[config.mk]
export PLATFORM = sky130hd
export DESIGN_NAME = fsctl_top
export DESIGN_NICKNAME = d
export VERILOG_FILES = /design/src/fsctl_pkg.sv /design/src/frame_sync.sv /design/src/fsctl_top.sv /design/src/motor_ctl.sv /design/src/reg_host_port.sv /design/src/stream_cfg.sv
export VERILOG_INCLUDE_DIRS = /design/src
export SDC_FILE = /design/constraint.sdc
export NUM_CORES = 1
export LEC_CHECK = 0
export CORE_ASPECT_RATIO = 2
export CORE_MARGIN = 5
export CORE_UTILIZATION = 35
export DETAILED_ROUTE_END_ITERATION = 16
export DONT_BUFFER_PORTS = 1
export PLACE_DENSITY_LB_ADDON = 0.08
export RECOVER_POWER = 50
export SLEW_MARGIN = 20
export SYNTH_ARGS = -nofsm -noshare
export SYNTH_HDL_FRONTEND = slang
export SYNTH_SLANG_ARGS = --single-unit
[constraint.sdc]
create_clock -name o_clk -period 2.7 [get_ports o_clk]
set_clock_uncertainty 0.2 [all_clocks]
set_input_delay 0.27 -clock o_clk [delete_from_list [all_inputs] [get_ports o_clk]]
set_output_delay 0.27 -clock o_clk [all_outputs]
set_load 0.03 [all_outputs]
[src/fsctl_defines.svh]
`ifndef FSCTL_DEFINES_SVH
`define FSCTL_DEFINES_SVH

// block counts
`define FSCTL_STREAM_NBR 2
`define FSCTL_MOTOR_NBR 2

// fixed output frame size
`define FSCTL_IMG_WDEF 320
`define FSCTL_IMG_HDEF 240

`define FSCTL_CORE_VERSION 32'h0102_0000

// ------------------------------
// register map
// ------------------------------
`define FSCTL_REG_SINT_EN 8'd0
`define FSCTL_REG_SINT_ST 8'd1
`define FSCTL_REG_SBUF_IDX 8'd2
`define FSCTL_REG_CFG_HOLD 8'd3

// six words per stream starting at base + stride * s
`define FSCTL_REG_STREAM_BASE 8
`define FSCTL_REG_STREAM_STRIDE 8

`define FSCTL_REG_MEN 8'd32
`define FSCTL_REG_MINT_EN 8'd33
`define FSCTL_REG_MINT_ST 8'd34
`define FSCTL_REG_MSTATE 8'd35
`define FSCTL_REG_MSTART 8'd36
`define FSCTL_REG_MDIR 8'd38
// first motor, one word per motor after it
`define FSCTL_REG_MSTEP 8'd47
`define FSCTL_REG_MSPEED 8'd55

`define FSCTL_REG_VERSION 8'd255

`endif

[src/fsctl_pkg.sv]
`default_nettype none

`include "fsctl_defines.svh"

package fsctl_pkg;

	typedef logic [7:0] reg_addr_t;
	typedef logic [31:0] reg_data_t;

	// pixel columns and rows
	typedef logic [11:0] img_w_t;
	typedef logic [11:0] img_h_t;

	typedef logic [1:0] buf_idx_t;
	typedef logic [15:0] step_t;
	typedef logic [15:0] speed_t;

	// one registered host write
	typedef struct packed {
		logic en;
		reg_addr_t addr;
		reg_data_t data;
	} reg_wr_t;

	typedef struct packed {
		img_w_t width;
		img_h_t height;
		img_w_t win_left;
		img_h_t win_top;
		img_w_t win_width;
		img_h_t win_height;
		img_w_t dst_left;
		img_h_t dst_top;
		img_w_t dst_width;
		img_h_t dst_height;
		logic [`FSCTL_STREAM_NBR-1:0] dst_bmp;
	} stream_cfg_t;

	typedef struct packed {
		logic xen;
		logic xrst;
		logic start;
		logic stop;
		logic dir;
		speed_t speed;
		step_t step;
	} motor_cmd_t;

endpackage

`default_nettype wire

[src/frame_sync.sv]
`timescale 1ns/1ps
`default_nettype none

module frame_sync (
	input wire o_clk,
	input wire o_resetn,
	input wire i_fsync,
	output logic o_update_pulse,
	output logic o_fsync,
	output logic o_out_ce
);

	logic fsync_d1;
	logic fsync_d2;

	always_ff @(posedge o_clk) begin
		if (!o_resetn) begin
			fsync_d1 <= 1'b0;
			fsync_d2 <= 1'b0;
			o_update_pulse <= 1'b0;
			o_fsync <= 1'b0;
			o_out_ce <= 1'b0;
		end else begin
			fsync_d1 <= i_fsync;
			fsync_d2 <= fsync_d1;
			// rising edge of the sampled sync
			o_update_pulse <= fsync_d1 & ~fsync_d2;
			// lines up with the live config change
			o_fsync <= o_update_pulse;
			// sticky from the first frame on
			if (o_update_pulse)
				o_out_ce <= 1'b1;
		end
	end

endmodule

`default_nettype wire

[src/fsctl_top.sv]
`timescale 1ns/1ps
`default_nettype none

`include "fsctl_defines.svh"

module fsctl_top (
	input wire o_clk,
	input wire o_resetn,
	// host
	input wire i_wr_en,
	input wire fsctl_pkg::reg_addr_t i_wr_addr,
	input wire fsctl_pkg::reg_data_t i_wr_data,
	input wire i_rd_en,
	input wire fsctl_pkg::reg_addr_t i_rd_addr,
	output fsctl_pkg::reg_data_t o_rd_data,
	// frame
	input wire i_fsync,
	output logic o_fsync,
	output logic o_out_ce,
	output logic o_intr,
	output fsctl_pkg::img_w_t o_out_width,
	output fsctl_pkg::img_h_t o_out_height,
	// streams
	output fsctl_pkg::stream_cfg_t [`FSCTL_STREAM_NBR-1:0] o_stream_cfg,
	input wire [`FSCTL_STREAM_NBR-1:0] i_s_wr_done,
	output logic [`FSCTL_STREAM_NBR-1:0] o_s_rd_en,
	input wire fsctl_pkg::buf_idx_t [`FSCTL_STREAM_NBR-1:0] i_s_rd_buf_idx,
	// motors
	output fsctl_pkg::motor_cmd_t [`FSCTL_MOTOR_NBR-1:0] o_motor,
	input wire [`FSCTL_MOTOR_NBR-1:0] i_motor_state
);

	fsctl_pkg::reg_wr_t wr_bus;
	fsctl_pkg::reg_addr_t rd_addr;
	fsctl_pkg::reg_data_t stream_rd;
	fsctl_pkg::reg_data_t motor_rd;
	logic update_pulse;
	logic cfg_update;
	logic stream_irq;
	logic motor_irq;

	assign o_out_width = fsctl_pkg::img_w_t'(`FSCTL_IMG_WDEF);
	assign o_out_height = fsctl_pkg::img_h_t'(`FSCTL_IMG_HDEF);

	reg_host_port i_reg_host_port (
		.o_clk(o_clk), .o_resetn(o_resetn),
		.i_wr_en(i_wr_en), .i_wr_addr(i_wr_addr), .i_wr_data(i_wr_data),
		.i_rd_en(i_rd_en), .i_rd_addr(i_rd_addr),
		.i_sync_pulse(update_pulse),
		.i_stream_rd(stream_rd), .i_motor_rd(motor_rd),
		.i_stream_irq(stream_irq), .i_motor_irq(motor_irq),
		.o_wr(wr_bus), .o_rd_addr(rd_addr), .o_rd_data(o_rd_data),
		.o_cfg_update(cfg_update), .o_intr(o_intr)
	);

	frame_sync i_frame_sync (
		.o_clk(o_clk), .o_resetn(o_resetn), .i_fsync(i_fsync),
		.o_update_pulse(update_pulse), .o_fsync(o_fsync), .o_out_ce(o_out_ce)
	);

	stream_cfg i_stream_cfg (
		.o_clk(o_clk), .o_resetn(o_resetn),
		.i_wr(wr_bus), .i_rd_addr(rd_addr), .i_cfg_update(cfg_update),
		.i_s_wr_done(i_s_wr_done), .i_s_rd_buf_idx(i_s_rd_buf_idx),
		.o_cfg(o_stream_cfg), .o_s_rd_en(o_s_rd_en),
		.o_rd_data(stream_rd), .o_irq(stream_irq)
	);

	motor_ctl i_motor_ctl (
		.o_clk(o_clk), .o_resetn(o_resetn),
		.i_wr(wr_bus), .i_rd_addr(rd_addr), .i_motor_state(i_motor_state),
		.o_motor(o_motor), .o_rd_data(motor_rd), .o_irq(motor_irq)
	);

endmodule

`default_nettype wire

[src/motor_ctl.sv]
`timescale 1ns/1ps
`default_nettype none

`include "fsctl_defines.svh"

module motor_ctl (
	input wire o_clk,
	input wire o_resetn,
	input wire fsctl_pkg::reg_wr_t i_wr,
	input wire fsctl_pkg::reg_addr_t i_rd_addr,
	input wire [`FSCTL_MOTOR_NBR-1:0] i_motor_state,
	output fsctl_pkg::motor_cmd_t [`FSCTL_MOTOR_NBR-1:0] o_motor,
	output fsctl_pkg::reg_data_t o_rd_data,
	output logic o_irq
);

	logic [`FSCTL_MOTOR_NBR-1:0] state_q;
	logic [`FSCTL_MOTOR_NBR-1:0] state_qq;
	logic [`FSCTL_MOTOR_NBR-1:0] mint_en;
	logic [`FSCTL_MOTOR_NBR-1:0] mint_st;
	logic [`FSCTL_MOTOR_NBR-1:0] st_clr;

	for (genvar m = 0; m < `FSCTL_MOTOR_NBR; m++) begin : g_motor
		fsctl_pkg::motor_cmd_t cmd;

		always_ff @(posedge o_clk) begin
			if (!o_resetn) begin
				cmd <= '0;
			end else begin
				cmd.start <= 1'b0;
				cmd.stop <= 1'b0;
				if (i_wr.en) begin
					case (i_wr.addr)
						`FSCTL_REG_MEN: begin
							cmd.xen <= i_wr.data[4 * m];
							cmd.xrst <= i_wr.data[4 * m + 1];
						end
						// stop has priority
						`FSCTL_REG_MSTART: begin
							cmd.start <= i_wr.data[4 * m] & ~i_wr.data[4 * m + 1];
							cmd.stop <= i_wr.data[4 * m + 1];
						end
						`FSCTL_REG_MDIR: cmd.dir <= i_wr.data[m];
						fsctl_pkg::reg_addr_t'(`FSCTL_REG_MSTEP + m):
							cmd.step <= i_wr.data[15:0];
						fsctl_pkg::reg_addr_t'(`FSCTL_REG_MSPEED + m):
							cmd.speed <= i_wr.data[15:0];
						default: ;
					endcase
				end
			end
		end

		assign o_motor[m] = cmd;

		// single-cycle pulses, never both at once
		a_start_stop_excl: assert property (@(posedge o_clk) disable iff (!o_resetn)
			o_motor[m].start |-> !o_motor[m].stop ##1 !o_motor[m].start);

		a_stop_single: assert property (@(posedge o_clk) disable iff (!o_resetn)
			o_motor[m].stop |=> !o_motor[m].stop);
	end

	// ------------------------------
	// motor finished interrupts
	// ------------------------------
	assign st_clr = (i_wr.en && i_wr.addr == `FSCTL_REG_MINT_ST) ?
		i_wr.data[`FSCTL_MOTOR_NBR-1:0] : '0;

	always_ff @(posedge o_clk) begin
		if (!o_resetn) begin
			state_q <= '0;
			state_qq <= '0;
			mint_en <= '0;
			mint_st <= '0;
		end else begin
			state_q <= i_motor_state;
			state_qq <= state_q;
			if (i_wr.en && i_wr.addr == `FSCTL_REG_MINT_EN)
				mint_en <= i_wr.data[`FSCTL_MOTOR_NBR-1:0];
			// busy to idle marks the move done
			mint_st <= (mint_st & ~st_clr) | (state_qq & ~state_q);
		end
	end

	assign o_irq = |(mint_en & mint_st);

	always_comb begin
		o_rd_data = '0;
		case (i_rd_addr)
			`FSCTL_REG_MEN: begin
				for (int m = 0; m < `FSCTL_MOTOR_NBR; m++) begin
					o_rd_data[4 * m] = o_motor[m].xen;
					o_rd_data[4 * m + 1] = o_motor[m].xrst;
				end
			end
			`FSCTL_REG_MINT_EN: o_rd_data = fsctl_pkg::reg_data_t'(mint_en);
			`FSCTL_REG_MINT_ST: o_rd_data = fsctl_pkg::reg_data_t'(mint_st);
			`FSCTL_REG_MSTATE: o_rd_data = fsctl_pkg::reg_data_t'(state_q);
			`FSCTL_REG_MDIR: begin
				for (int m = 0; m < `FSCTL_MOTOR_NBR; m++)
					o_rd_data[m] = o_motor[m].dir;
			end
			default: begin
				for (int m = 0; m < `FSCTL_MOTOR_NBR; m++) begin
					if (i_rd_addr == fsctl_pkg::reg_addr_t'(`FSCTL_REG_MSTEP + m))
						o_rd_data = {16'd0, o_motor[m].step};
					if (i_rd_addr == fsctl_pkg::reg_addr_t'(`FSCTL_REG_MSPEED + m))
						o_rd_data = {16'd0, o_motor[m].speed};
				end
			end
		endcase
	end

endmodule

`default_nettype wire

[src/reg_host_port.sv]
`timescale 1ns/1ps
`default_nettype none

`include "fsctl_defines.svh"

module reg_host_port (
	input wire o_clk,
	input wire o_resetn,
	input wire i_wr_en,
	input wire fsctl_pkg::reg_addr_t i_wr_addr,
	input wire fsctl_pkg::reg_data_t i_wr_data,
	input wire i_rd_en,
	input wire fsctl_pkg::reg_addr_t i_rd_addr,
	input wire i_sync_pulse,
	input wire fsctl_pkg::reg_data_t i_stream_rd,
	input wire fsctl_pkg::reg_data_t i_motor_rd,
	input wire i_stream_irq,
	input wire i_motor_irq,
	output fsctl_pkg::reg_wr_t o_wr,
	output fsctl_pkg::reg_addr_t o_rd_addr,
	output fsctl_pkg::reg_data_t o_rd_data,
	output logic o_cfg_update,
	output logic o_intr
);

	logic rd_en_q;
	logic cfg_hold;
	fsctl_pkg::reg_data_t rd_word;

	// host strobes, one cycle in
	always_ff @(posedge o_clk) begin
		if (!o_resetn) begin
			o_wr.en <= 1'b0;
			rd_en_q <= 1'b0;
		end else begin
			o_wr.en <= i_wr_en;
			rd_en_q <= i_rd_en;
		end
		o_wr.addr <= i_wr_addr;
		o_wr.data <= i_wr_data;
		o_rd_addr <= i_rd_addr;
	end

	always_ff @(posedge o_clk) begin
		if (!o_resetn) begin
			cfg_hold <= 1'b0;
		end else if (o_wr.en && o_wr.addr == `FSCTL_REG_CFG_HOLD) begin
			cfg_hold <= o_wr.data[0];
		end
	end

	// held config skips this frame
	assign o_cfg_update = i_sync_pulse & ~cfg_hold;

	// ------------------------------
	// read select
	// ------------------------------
	always_comb begin
		if (o_rd_addr == `FSCTL_REG_VERSION)
			rd_word = `FSCTL_CORE_VERSION;
		else if (o_rd_addr == `FSCTL_REG_CFG_HOLD)
			rd_word = fsctl_pkg::reg_data_t'(cfg_hold);
		else if (o_rd_addr >= `FSCTL_REG_MEN)
			rd_word = i_motor_rd;
		else
			rd_word = i_stream_rd;
	end

	// holds until the next read
	always_ff @(posedge o_clk) begin
		if (rd_en_q)
			o_rd_data <= rd_word;
	end

	assign o_intr = i_stream_irq | i_motor_irq;

	// one update per frame, never with hold set
	a_hold_blocks_update: assert property (@(posedge o_clk) disable iff (!o_resetn)
		o_cfg_update |-> !cfg_hold ##1 !o_cfg_update);

endmodule

`default_nettype wire

[src/stream_cfg.sv]
`timescale 1ns/1ps
`default_nettype none

`include "fsctl_defines.svh"

module stream_cfg (
	input wire o_clk,
	input wire o_resetn,
	input wire fsctl_pkg::reg_wr_t i_wr,
	input wire fsctl_pkg::reg_addr_t i_rd_addr,
	input wire i_cfg_update,
	input wire [`FSCTL_STREAM_NBR-1:0] i_s_wr_done,
	input wire fsctl_pkg::buf_idx_t [`FSCTL_STREAM_NBR-1:0] i_s_rd_buf_idx,
	output fsctl_pkg::stream_cfg_t [`FSCTL_STREAM_NBR-1:0] o_cfg,
	output logic [`FSCTL_STREAM_NBR-1:0] o_s_rd_en,
	output fsctl_pkg::reg_data_t o_rd_data,
	output logic o_irq
);

	logic [`FSCTL_STREAM_NBR-1:0] done_q;
	logic [`FSCTL_STREAM_NBR-1:0] done_qq;
	logic [`FSCTL_STREAM_NBR-1:0] done_rise;
	logic [`FSCTL_STREAM_NBR-1:0] sint_en;
	logic [`FSCTL_STREAM_NBR-1:0] sint_st;
	logic [`FSCTL_STREAM_NBR-1:0] st_clr;
	fsctl_pkg::reg_data_t [`FSCTL_STREAM_NBR-1:0] stream_rd;

	// register word at offset off of one stream
	function automatic fsctl_pkg::reg_data_t cfg_word(input fsctl_pkg::stream_cfg_t c,
		input logic [2:0] off);
		fsctl_pkg::reg_data_t w;
		w = '0;
		case (off)
			3'd0: w = {4'd0, c.width, 4'd0, c.height};
			3'd1: w = {4'd0, c.win_left, 4'd0, c.win_top};
			3'd2: w = {4'd0, c.win_width, 4'd0, c.win_height};
			3'd3: w = {4'd0, c.dst_left, 4'd0, c.dst_top};
			3'd4: w = {4'd0, c.dst_width, 4'd0, c.dst_height};
			3'd5: w[`FSCTL_STREAM_NBR-1:0] = c.dst_bmp;
			default: w = '0;
		endcase
		return w;
	endfunction

	// ------------------------------
	// per-stream configuration
	// ------------------------------
	for (genvar s = 0; s < `FSCTL_STREAM_NBR; s++) begin : g_stream
		localparam int BASE = `FSCTL_REG_STREAM_BASE + s * `FSCTL_REG_STREAM_STRIDE;

		fsctl_pkg::stream_cfg_t pend;
		fsctl_pkg::stream_cfg_t live;
		fsctl_pkg::reg_addr_t wr_off;
		fsctl_pkg::reg_addr_t rd_off;

		// below the base wraps to a large offset
		assign wr_off = i_wr.addr - fsctl_pkg::reg_addr_t'(BASE);
		assign rd_off = i_rd_addr - fsctl_pkg::reg_addr_t'(BASE);

		always_ff @(posedge o_clk) begin
			if (!o_resetn) begin
				pend <= '0;
				live <= '0;
			end else begin
				if (i_wr.en) begin
					case (wr_off)
						8'd0: begin
							pend.height <= i_wr.data[11:0];
							pend.width <= i_wr.data[27:16];
						end
						8'd1: begin
							pend.win_top <= i_wr.data[11:0];
							pend.win_left <= i_wr.data[27:16];
						end
						8'd2: begin
							pend.win_height <= i_wr.data[11:0];
							pend.win_width <= i_wr.data[27:16];
						end
						8'd3: begin
							pend.dst_top <= i_wr.data[11:0];
							pend.dst_left <= i_wr.data[27:16];
						end
						8'd4: begin
							pend.dst_height <= i_wr.data[11:0];
							pend.dst_width <= i_wr.data[27:16];
						end
						8'd5: pend.dst_bmp <= i_wr.data[`FSCTL_STREAM_NBR-1:0];
						default: ;
					endcase
				end
				if (i_cfg_update)
					live <= pend;
			end
		end

		assign o_cfg[s] = live;
		assign stream_rd[s] = (rd_off < 8'd6) ? cfg_word(pend, rd_off[2:0]) : '0;

		a_rd_en_single: assert property (@(posedge o_clk) disable iff (!o_resetn)
			o_s_rd_en[s] |=> !o_s_rd_en[s]);
	end

	// ------------------------------
	// write-done interrupts
	// ------------------------------
	assign done_rise = done_q & ~done_qq;
	assign st_clr = (i_wr.en && i_wr.addr == `FSCTL_REG_SINT_ST) ?
		i_wr.data[`FSCTL_STREAM_NBR-1:0] : '0;

	always_ff @(posedge o_clk) begin
		if (!o_resetn) begin
			done_q <= '0;
			done_qq <= '0;
			sint_en <= '0;
			sint_st <= '0;
			o_s_rd_en <= '0;
		end else begin
			done_q <= i_s_wr_done;
			done_qq <= done_q;
			if (i_wr.en && i_wr.addr == `FSCTL_REG_SINT_EN)
				sint_en <= i_wr.data[`FSCTL_STREAM_NBR-1:0];
			// a new frame wins over a clear in the same cycle
			sint_st <= (sint_st & ~st_clr) | done_rise;
			o_s_rd_en <= st_clr;
		end
	end

	assign o_irq = |(sint_en & sint_st);

	always_comb begin
		o_rd_data = '0;
		for (int s = 0; s < `FSCTL_STREAM_NBR; s++)
			o_rd_data = o_rd_data | stream_rd[s];
		case (i_rd_addr)
			`FSCTL_REG_SINT_EN: o_rd_data = fsctl_pkg::reg_data_t'(sint_en);
			`FSCTL_REG_SINT_ST: o_rd_data = fsctl_pkg::reg_data_t'(sint_st);
			`FSCTL_REG_SBUF_IDX: begin
				for (int s = 0; s < `FSCTL_STREAM_NBR; s++)
					o_rd_data[4 * s +: 2] = i_s_rd_buf_idx[s];
			end
			default: ;
		endcase
	end

endmodule

`default_nettype wire

==> results.toml, run 1 <==
[run_status]
status = "finished with violations"
failed_checks = "max-capacitance violations, max-slew violations"

[floorplanning]
rows = 143
initial_core_util_pct = 35.2
core_area_um2 = 75900
die_w_um = 205
die_y_um = 401
die-area_um2 = 82300
io_pins = 440

[drt]
drtIter0Drc = 1575
vias_per_cell = 5.15
num_vias = 23153
finalWirelength_um = 110000
drc = 0
first_pass_iters = 5
routedWlPerCell_um = 24.6
ant_nets = 0

[power]
peakVddDrop_mv = 0.458
p_leak_nw = 13.5
powerDensity_nw_per_um2 = 592

[timing]
rsz0062_at_grt = "yes"
fin_crit_ns = 2.59
setup_viol = 0
worstMarginPinSlew_ns = 1.65
setup_ws_ns = 0.112
slew_headroom_pct = -9.97
holdWs_ns = 0.0724
hold_violations = 0
final-max-slew-violation-count = 24
fmax_mhz = 386
fin_crit_sh_pct = 95.9

[synth]
synth.distinct_cells = 65
synthesis.yosys.warnings = 0
synth_edf_count = 28
netlist_instances = 3024
async_reset_ff_share_pct = 0
ys_seq_area_share_pct = 50.5
synth_seq_cells = 660
synthFlopType = "dfxtp_1"
synth_area_um2 = 26700
avgSynthCellArea_um2 = 8.84

[setup_path]
cp.required_ns = 3.03
r2r-start = "i_reg_host_port.o_wr[34]"
crit_path_max_fanout = 24
cp_data_arrival_time_ns = 2.92
r2r_slack_ns = 0.11
startpoint_type = "flip-flop"
critPathKind = "reg2reg"
cp-startpoint = "i_reg_host_port.o_wr[34]"
endpoint_kind = "flip-flop"

[clock_tree]
clock_latency_ns = 0.64
clockRootBuffer = "clkbuf_16"
clkSlewWorstSetupHoldPaths_ns = 0.07
cts_max_level = 3
cts_tree = "built"
clock_sinks = 660
clockBufferDepth = 3
numCtsBuffers = 66

[grt]
grt_overflow = 0
grt_max_degree = 393
antenna_found_initial = 4
grt_pass1_vias = 23783
globalRouteTotalUtil_pct = 26.0
grt_pass1_wl_um = 161000

[placed_design]
port_buffers = 0
place_inst = 3886
place.gp.congestion = 0.892
pre_cts_slack_ns = 0.116
dpl.hpwl_um = 73800

[final_layout]
n_fill_cell = 7497
synthToLayoutAreaGrowth_pct = 30.9
nets = 3491
layout.cells.non_filler = 4496
layout.cells.most_common = "nand2_1"
drive_above_1_share_pct = 7.30
layout_common_cells = "881 x nand2_1, 628 x dfxtp_1, 484 x dlygate4sd3_1"

[hold_path]
hp-class = "in2reg"
min-delay-start = "i_rd_addr[3]"

[run]
max_cap_viol_count = 1
synth_stat cells, drive strengths merged (3+ instances only):
| cell type | instances | area, um2 |
|---|---|---|
| a21oi | 73 | 365 |
| buf | 126 | 714 |
| edfxtp | 28 | 841 |
| nand2b | 6 | 37.5 |
| nand4 | 9 | 62.6 |
| dfxtp | 632 | 12700 |
| nor3b | 3 | 27.5 |
| a22o | 3 | 26.3 |
| mux2i | 143 | 1430 |
| nor2 | 56 | 215 |
| mux2 | 5 | 56.3 |
| a22oi | 34 | 255 |
| clkbuf | 158 | 596 |
| nand2 | 883 | 3320 |
| and3 | 14 | 87.6 |
| inv | 6 | 22.5 |
| o2bb2ai | 17 | 149 |
| or3 | 3 | 18.8 |
| nand3 | 111 | 571 |
| mux4 | 3 | 67.6 |
| o22ai | 12 | 75.1 |
| a221oi | 3 | 26.3 |
| o211ai | 5 | 37.5 |
| nor2b | 99 | 619 |
| and2 | 23 | 146 |
| a221o | 25 | 250 |
| a21boi | 477 | 3580 |
| nor3 | 15 | 96.4 |
| o21ai | 17 | 85.1 |
routing by layer:
metal | up-vias | global-route usage [%] | share of wire, %
met1 | 11265 | 30.5 | 38
met4 | 0 | 11.2 | 4.8
li1 | 10912 | - | -
met5 | - | 0 | 0
met3 | 181 | 6.70 | 7.8
met2 | 795 | 44.6 | 49
state kept, by name, summed over array words and instances (netlist names):
register,cells
i_motor_ctl.state_q,2
i_reg_host_port.rd_en_q,1
i_reg_host_port.o_wr,37
i_reg_host_port.o_rd_data,28
i_reg_host_port.o_rd_addr,8
i_frame_sync.o_update_pulse,1
i_reg_host_port.cfg_hold,1
i_stream_cfg.g_stream.pend,244
i_frame_sync.fsync_d2,1
i_stream_cfg.o_s_rd_en,2
i_stream_cfg.o_cfg,244
i_stream_cfg.done_qq,2
i_frame_sync.fsync_d1,1
i_stream_cfg.done_q,2
i_frame_sync.o_fsync,1
i_motor_ctl.mint_en,2
i_stream_cfg.sint_en,2
i_stream_cfg.sint_st,2
i_motor_ctl.o_motor,74
i_frame_sync.o_out_ce,1
i_motor_ctl.state_qq,2
i_motor_ctl.mint_st,2
report_power, final:
part / total, mW / internal [mW] / switching, mW
logic: 0.836 / 0.352 / 0.484
registers: 10.1 / 9.86 / 0.188
clock network: 9.84 / 5.68 / 4.16
critical path: stages (launching register included):
cell and delay (ns):
dfxtp_1 0.49, nor2_1 0.09, buf_4 0.17, and2_1 0.18, nand2_2 0.05, buf_4 0.40
mux2i_1 0.26, nor2b_1 0.06, dlygate4sd3_1 0.54
metrics by stage:
stage / setup TNS, ns / instance area [um2] / power (mW) / util [%]
final: 0 / 35000 / 20.7 / 46.1
after global routing: -0.0137 / 35000 / 21.4 / 46.1
after detailed placement: 0 / 27800 / 10.9 / 36.6
after floorplan: 0 / 26800 / 10.7 / -
after global placement: 0 / 27800 / 10.9 / 36.6
after CTS: 0 / 34900 / 21.0 / 46.0
kinds of logic after synthesis:
family                   share of synthesized area [%]
adder cells (fa/ha/maj)                         0.0936
AND/OR/NAND/NOR                                   19.8
buffers and inverters                             5.00
multiplexers                                      5.82
other                                           0.0281
flip-flops                                        50.5
XOR/XNOR                                        0.0655
AO/OA/AOI/OAI                                     18.7
area by class of cell:
class                   instances  area (um2)  share of cell area (%)
diodes                          3        7.51                  0.0215
flip-flops and latches        660       13500                    38.6
inverters                       7        26.3                  0.0751
repair buffers                594        5840                    16.7
clock inverters                25         274                   0.783
well taps                    1015        1270                    3.63
multi-input cells            2099       12100                    34.5
clock buffers                  93        2000                    5.72
final timing paths:
kind,depth (start not counted),end
setup reg to reg,8,i_stream_cfg.g_stream[1].pend[55]
hold / removal,1,i_reg_host_port.o_rd_addr[3]
hold reg to reg,1,i_frame_sync.o_update_pulse
setup / recovery,8,i_stream_cfg.g_stream[1].pend[55]
what timing repair did:
action / CTS / global route
setup endpoints to repair: 0 / 121
setup buffers: 0 / 3
hold buffers: 485 / 0
resized for setup: 0 / 9
hold endpoints to repair: 636 / 0
No activity file was read; power rests on OpenSTA's default activity.
==> inputs of run 2 (changes only) <==
clock period = 2.4 ns   (was 2.7 ns; I/O delays follow)
==> run 2 against run 1 <==
  * The run ends with negative hold slack left
  * Die area unchanged
  * Non-clock buffer count shrank 250
  * Sequential share of layout area up 2.8 points
  * Final cell count down 5.7%
  * Worst hold slack worse by 0.48 ns
  * Critical path type unchanged
  * Critical endpoint is now i_reg_host_port.o_rd_data[24]
  * Largest cell class unchanged
==> results.toml, run 2 (synthesis gave the netlist of run 1 again) <==
[run_status]
status = "finished with violations"
failed_checks = "negative hold slack"

[setup_path]
endpoint_kind = "flip-flop"
critPathBufInv = 2
cp.required_ns = 2.57
critPathKind = "reg2reg"
crit_path_max_fanout = 13
critical_path.cell_chain = "buf_12 > nor2b_1 > and2_1 > buf_4 > o2bb2ai_1 > a221o_1 > a21oi_1 > o21ai_0"
startpoint_type = "flip-flop"
cp_data_arrival_time_ns = 2.51
max_stage_delay_ns = 0.37
crit_family = "compound AO/OA/AOI/OAI gates"
critPathSlowestCell = "dfxtp_4"

[timing]
setup_viol = 0
fin_crit_sh_pct = 97.5
fin_crit_ns = 2.34
slew_headroom_pct = 15.7
hold_violations = 204
final-max-slew-violation-count = 0
fmax_mhz = 428
setup_ws_ns = 0.0610
worstMarginPinSlew_ns = 1.26
setup-tns-final_ns = 0
holdWs_ns = -0.412

[clock_tree]
clockBufferDepth = 3
clkSlewWorstSetupHoldPaths_ns = 0.07
clockRootBuffer = "clkbuf_16"
clock_latency_ns = 0.64
clock_sinks = 660
cts_tree = "built"
cts_max_level = 3
numCtsBuffers = 66

[drt]
drc = 0
vias_per_cell = 5.19
first_pass_iters = 5
ant_nets = 0
routedWlPerCell_um = 25.6
num_vias = 22013
drtIter0Drc = 1830
finalWirelength_um = 109000

[final_layout]
nets = 3242
design_area_um2 = 32600
synthToLayoutAreaGrowth_pct = 22.1
layout.cells.non_filler = 4240
utilization_pct = 43.0
layout_common_cells = "882 x nand2_1, 626 x dfxtp_1, 452 x a21boi_0"
multi_input_area_um2 = 12100
drive_above_1_share_pct = 9.31
n_fill_cell = 7553
regArea_um2 = 13500
layout.cells.most_common = "nand2_1"

[placed_design]
dpl.hpwl_um = 75300
place.gp.congestion = 0.895
pre_cts_slack_ns = -0.0966
place_inst = 3920
port_buffers = 0
placed_area_um2 = 28200

[grt]
grt_overflow = 0
grt_pass1_vias = 21461
antenna_found_initial = 1
globalRouteTotalUtil_pct = 25.2
grt_max_degree = 586
grt_pass1_wl_um = 154000

[power]
power_mw = 23.2
powerDensity_nw_per_um2 = 712
p_leak_nw = 11.6
peakVddDrop_mv = 0.545

[floorplanning]
io_pins = 440
die_y_um = 401
core_area_um2 = 75900
die_w_um = 205
die-area_um2 = 82300
initial_core_util_pct = 35.2
rows = 143

[run]
max_cap_viol_count = 0

[hold_path]
hp-class = "in2reg"
run 2: changes by cell type in the layout (fill, tap and decap cells not counted), moves of 7 or more:
cell / change
buf_6: +9
buf_12: +15
a21oi_1: -7
clkbuf_1: +8
a21oi_2: +7
dlygate4sd3_1: -293
run 2: report_power, final:
| part | leakage, nW | switching, mW | internal [mW] |
|---|---|---|---|
| Sequential | 5.38 | 0.176 | 11.1 |
| Combinational | 5.16 | 0.554 | 0.443 |
| Clock | 1.10 | 4.64 | 6.32 |
| Total | 11.6 | 5.37 | 17.9 |
run 2: final timing paths:
check / start / to / slack (ns) / depth (start not counted)
max: i_reg_host_port.o_rd_addr[1] / i_reg_host_port.o_rd_data[24] / 0.06 / 8
min: o_resetn / i_stream_cfg.o_cfg[158] / -0.41 / 1
max reg2reg: i_reg_host_port.o_rd_addr[1] / i_reg_host_port.o_rd_data[24] / 0.06 / 8
min reg2reg: i_frame_sync.fsync_d2 / i_frame_sync.o_update_pulse / 0.18 / 1
run 2: repair_timing:
item                                   CTS  global route
gates cloned                             0             4
pin swaps                                0             2
buffers inserted                         0            11
gates resized for setup                 13            39
hold buffers                           181            10
setup endpoints to repair               12           150
endpoints found under the hold margin  636           502
run 2: layout make-up:
cell class                      count  share of cell area [%]
Sequential cell                   660                    41.4
Multi-Input combinational cell   2100                    37.2
Timing Repair Buffer              344                    10.6
Clock buffer                       89                    6.05
Tap cell                         1015                    3.89
Clock inverter                     24                   0.817
Inverter                            7                  0.0805
Antenna cell                        1                 0.00767
run 2: layer usage:
layer / up-vias / part of all wire [%] / track usage (%)
met1: 10712 / 39 / 30.1
met5: - / 0 / 0
met3: 145 / 7.8 / 6.93
met4: 0 / 3.7 / 8.35
met2: 736 / 50 / 43.5
li1: 10420 / - / -
run 2: worst reg2reg max path, cell delays in order (launching register included):
cell       delay [ns]
dfxtp_4          0.37
buf_12           0.15
nor2b_1          0.14
and2_1           0.18
buf_4            0.19
o2bb2ai_1        0.13
a221o_1          0.29
a21oi_1          0.26
o21ai_0          0.15
==> inputs of run 3 (changes only) <==
==> constraint.sdc (replaced) <==
create_clock -name o_clk -period 2.4 [get_ports o_clk]
set_clock_uncertainty 0.2 [all_clocks]
set_input_delay 0.48 -clock o_clk [delete_from_list [all_inputs] [get_ports o_clk]]
set_output_delay 0.48 -clock o_clk [all_outputs]
set_load 0.03 [all_outputs]
==> run 3 against run 2 <==
  * The run now ends clean
  * Setup slack got worse by 0.0051 ns
  * Flip-flop and latch count did not move
  * Utilization rose by 2.2 points
  * Non-clock buffer count rose by 180
  * Fmax fell by 0.22%
  * Critical path type unchanged
==> results.toml, run 3 (synthesis gave the netlist of run 1 again) <==
[clock_tree]
clockRootBuffer = "clkbuf_16"
clock_sinks = 660
cts_max_level = 3
clkSlewWorstSetupHoldPaths_ns = 0.07
cts_tree = "built"
clockBufferDepth = 3
numCtsBuffers = 66
clock_latency_ns = 0.64

[setup_path]
crit_top_cell = "buf_4"
r2r_slack_ns = 0.06
startpoint_type = "flip-flop"
crit_path_max_fanout = 25
cp.required_ns = 2.57
endpoint_kind = "flip-flop"
critPathKind = "reg2reg"
critical_path.cell_chain = "buf_4 > nor3_4 > buf_4 > buf_12 > a22o_1 > o21ai_0 > nand4_1"
critPathSlowestCell = "o21ai_0"
rr_worst_depth = 7
cp_data_arrival_time_ns = 2.51
max_stage_delay_ns = 0.46

[drt]
drc = 0
drtIter0Drc = 1435
vias_per_cell = 5.19
num_vias = 22936
first_pass_iters = 5
routedWlPerCell_um = 25.0
finalWirelength_um = 111000
ant_nets = 0

[floorplanning]
initial_core_util_pct = 35.2
core_area_um2 = 75900
io_pins = 440
die-area_um2 = 82300
die_y_um = 401
die_w_um = 205
rows = 143

[grt]
grt_overflow = 0
grt_pass1_wl_um = 155000
globalRouteTotalUtil_pct = 25.2
grt_max_degree = 586
antenna_found_initial = 2
grt_pass1_vias = 22467

[final_layout]
layout.cells.most_common = "nand2_1"
synthToLayoutAreaGrowth_pct = 28.4
drive_above_1_share_pct = 9.40
n_fill_cell = 7528
layout_common_cells = "881 x nand2_1, 628 x dfxtp_1, 458 x a21boi_0"
nets = 3422
utilization_pct = 45.2
regArea_um2 = 13500
multi_input_area_um2 = 12100
design_area_um2 = 34300
layout.cells.non_filler = 4421

[timing]
setup_ws_ns = 0.0559
fin_crit_ns = 2.34
worstMarginPinSlew_ns = 1.07
slew_headroom_pct = 28.6
final-max-slew-violation-count = 0
setup-tns-final_ns = 0
hold_violations = 0
setup_viol = 0
rsz0062_at_grt = "yes"
fmax_mhz = 427
fin_crit_sh_pct = 97.7

[power]
powerDensity_nw_per_um2 = 662
p_leak_nw = 13.0
peakVddDrop_mv = 0.559

[hold_path]
holdPathStages = 2
hp-class = "in2reg"

[placed_design]
port_buffers = 0
place.gp.congestion = 0.898
place_inst = 3940
placed_area_um2 = 28400
dpl.hpwl_um = 75200
pre_cts_slack_ns = -0.0646

[run_status]
status = "finished, final reports clean"

[run]
max_cap_viol_count = 0
## run 3: changes by cell type in the layout (fill, tap and decap cells not counted), sizes merged
cell         before  now
clkinvlp          5    2
buf             136  171
bufinv            5    2
inv               9   11
diode             1    2
dlygate4sd3     191  350
clkbuf          106   96
## run 3: layout make-up
type / count / area share, %
antenna: 2 / 0.0146
inverter: 7 / 0.0766
timing repair buffer: 524 / 15.5
clock buffer: 93 / 5.62
sequential: 660 / 39.4
tap: 1015 / 3.70
clock inverter: 20 / 0.489
multi-input combinational: 2100 / 35.3
## run 3: routing by layer
metal	part of all wire (%)	vias up	GRT usage, %	wire length (um)
li1	-	10784	-	-
met1	38	11204	29.3	41800
met2	50	773	43.9	55900
met3	7.8	173	6.99	8630
met4	4.0	2	9.10	4380
met5	0.012	-	0	13
## run 3: critical path, delay by kind of cell (launching register included)
family          cells  cell delay (ns)
simple gates        2             0.21
compound gates      2             0.72
flops               1             0.39
buf+inv             3             0.52
## run 3: path summary, 6_finish.rpt
check	from	to
max	i_reg_host_port.o_rd_addr[1]	i_reg_host_port.o_rd_data[4]
max reg2reg	i_reg_host_port.o_rd_addr[1]	i_reg_host_port.o_rd_data[4]
min reg2reg	i_frame_sync.fsync_d2	i_frame_sync.o_update_pulse
min	o_resetn	i_stream_cfg.g_stream[0].pend[85]
## run 3: metrics by stage
step                      power [mW]  hold WS (ns)
after floorplan                 12.1         0.167
after global placement          12.3         0.178
after detailed placement        12.3         0.176
after CTS                       22.9        -0.202
after global routing            23.4        0.0628
final                           22.7         0.115
## run 3: power by group
group	internal, mW	leakage (nW)	total, mW	switching [mW]
clock network	5.83	1.04	10.4	4.56
logic	0.421	6.55	1.05	0.634
registers	11.1	5.38	11.3	0.164
total	17.3	13.0	22.7	5.36
## run 3: timing repair
action                                  CTS  global route
hold endpoints to repair                632           168
gates resized for setup                   7            22
pin swaps                                 0             3
gates cloned                              0             3
endpoints found under the setup margin   10           169
buffers inserted                          2             8
hold buffers                            325            28
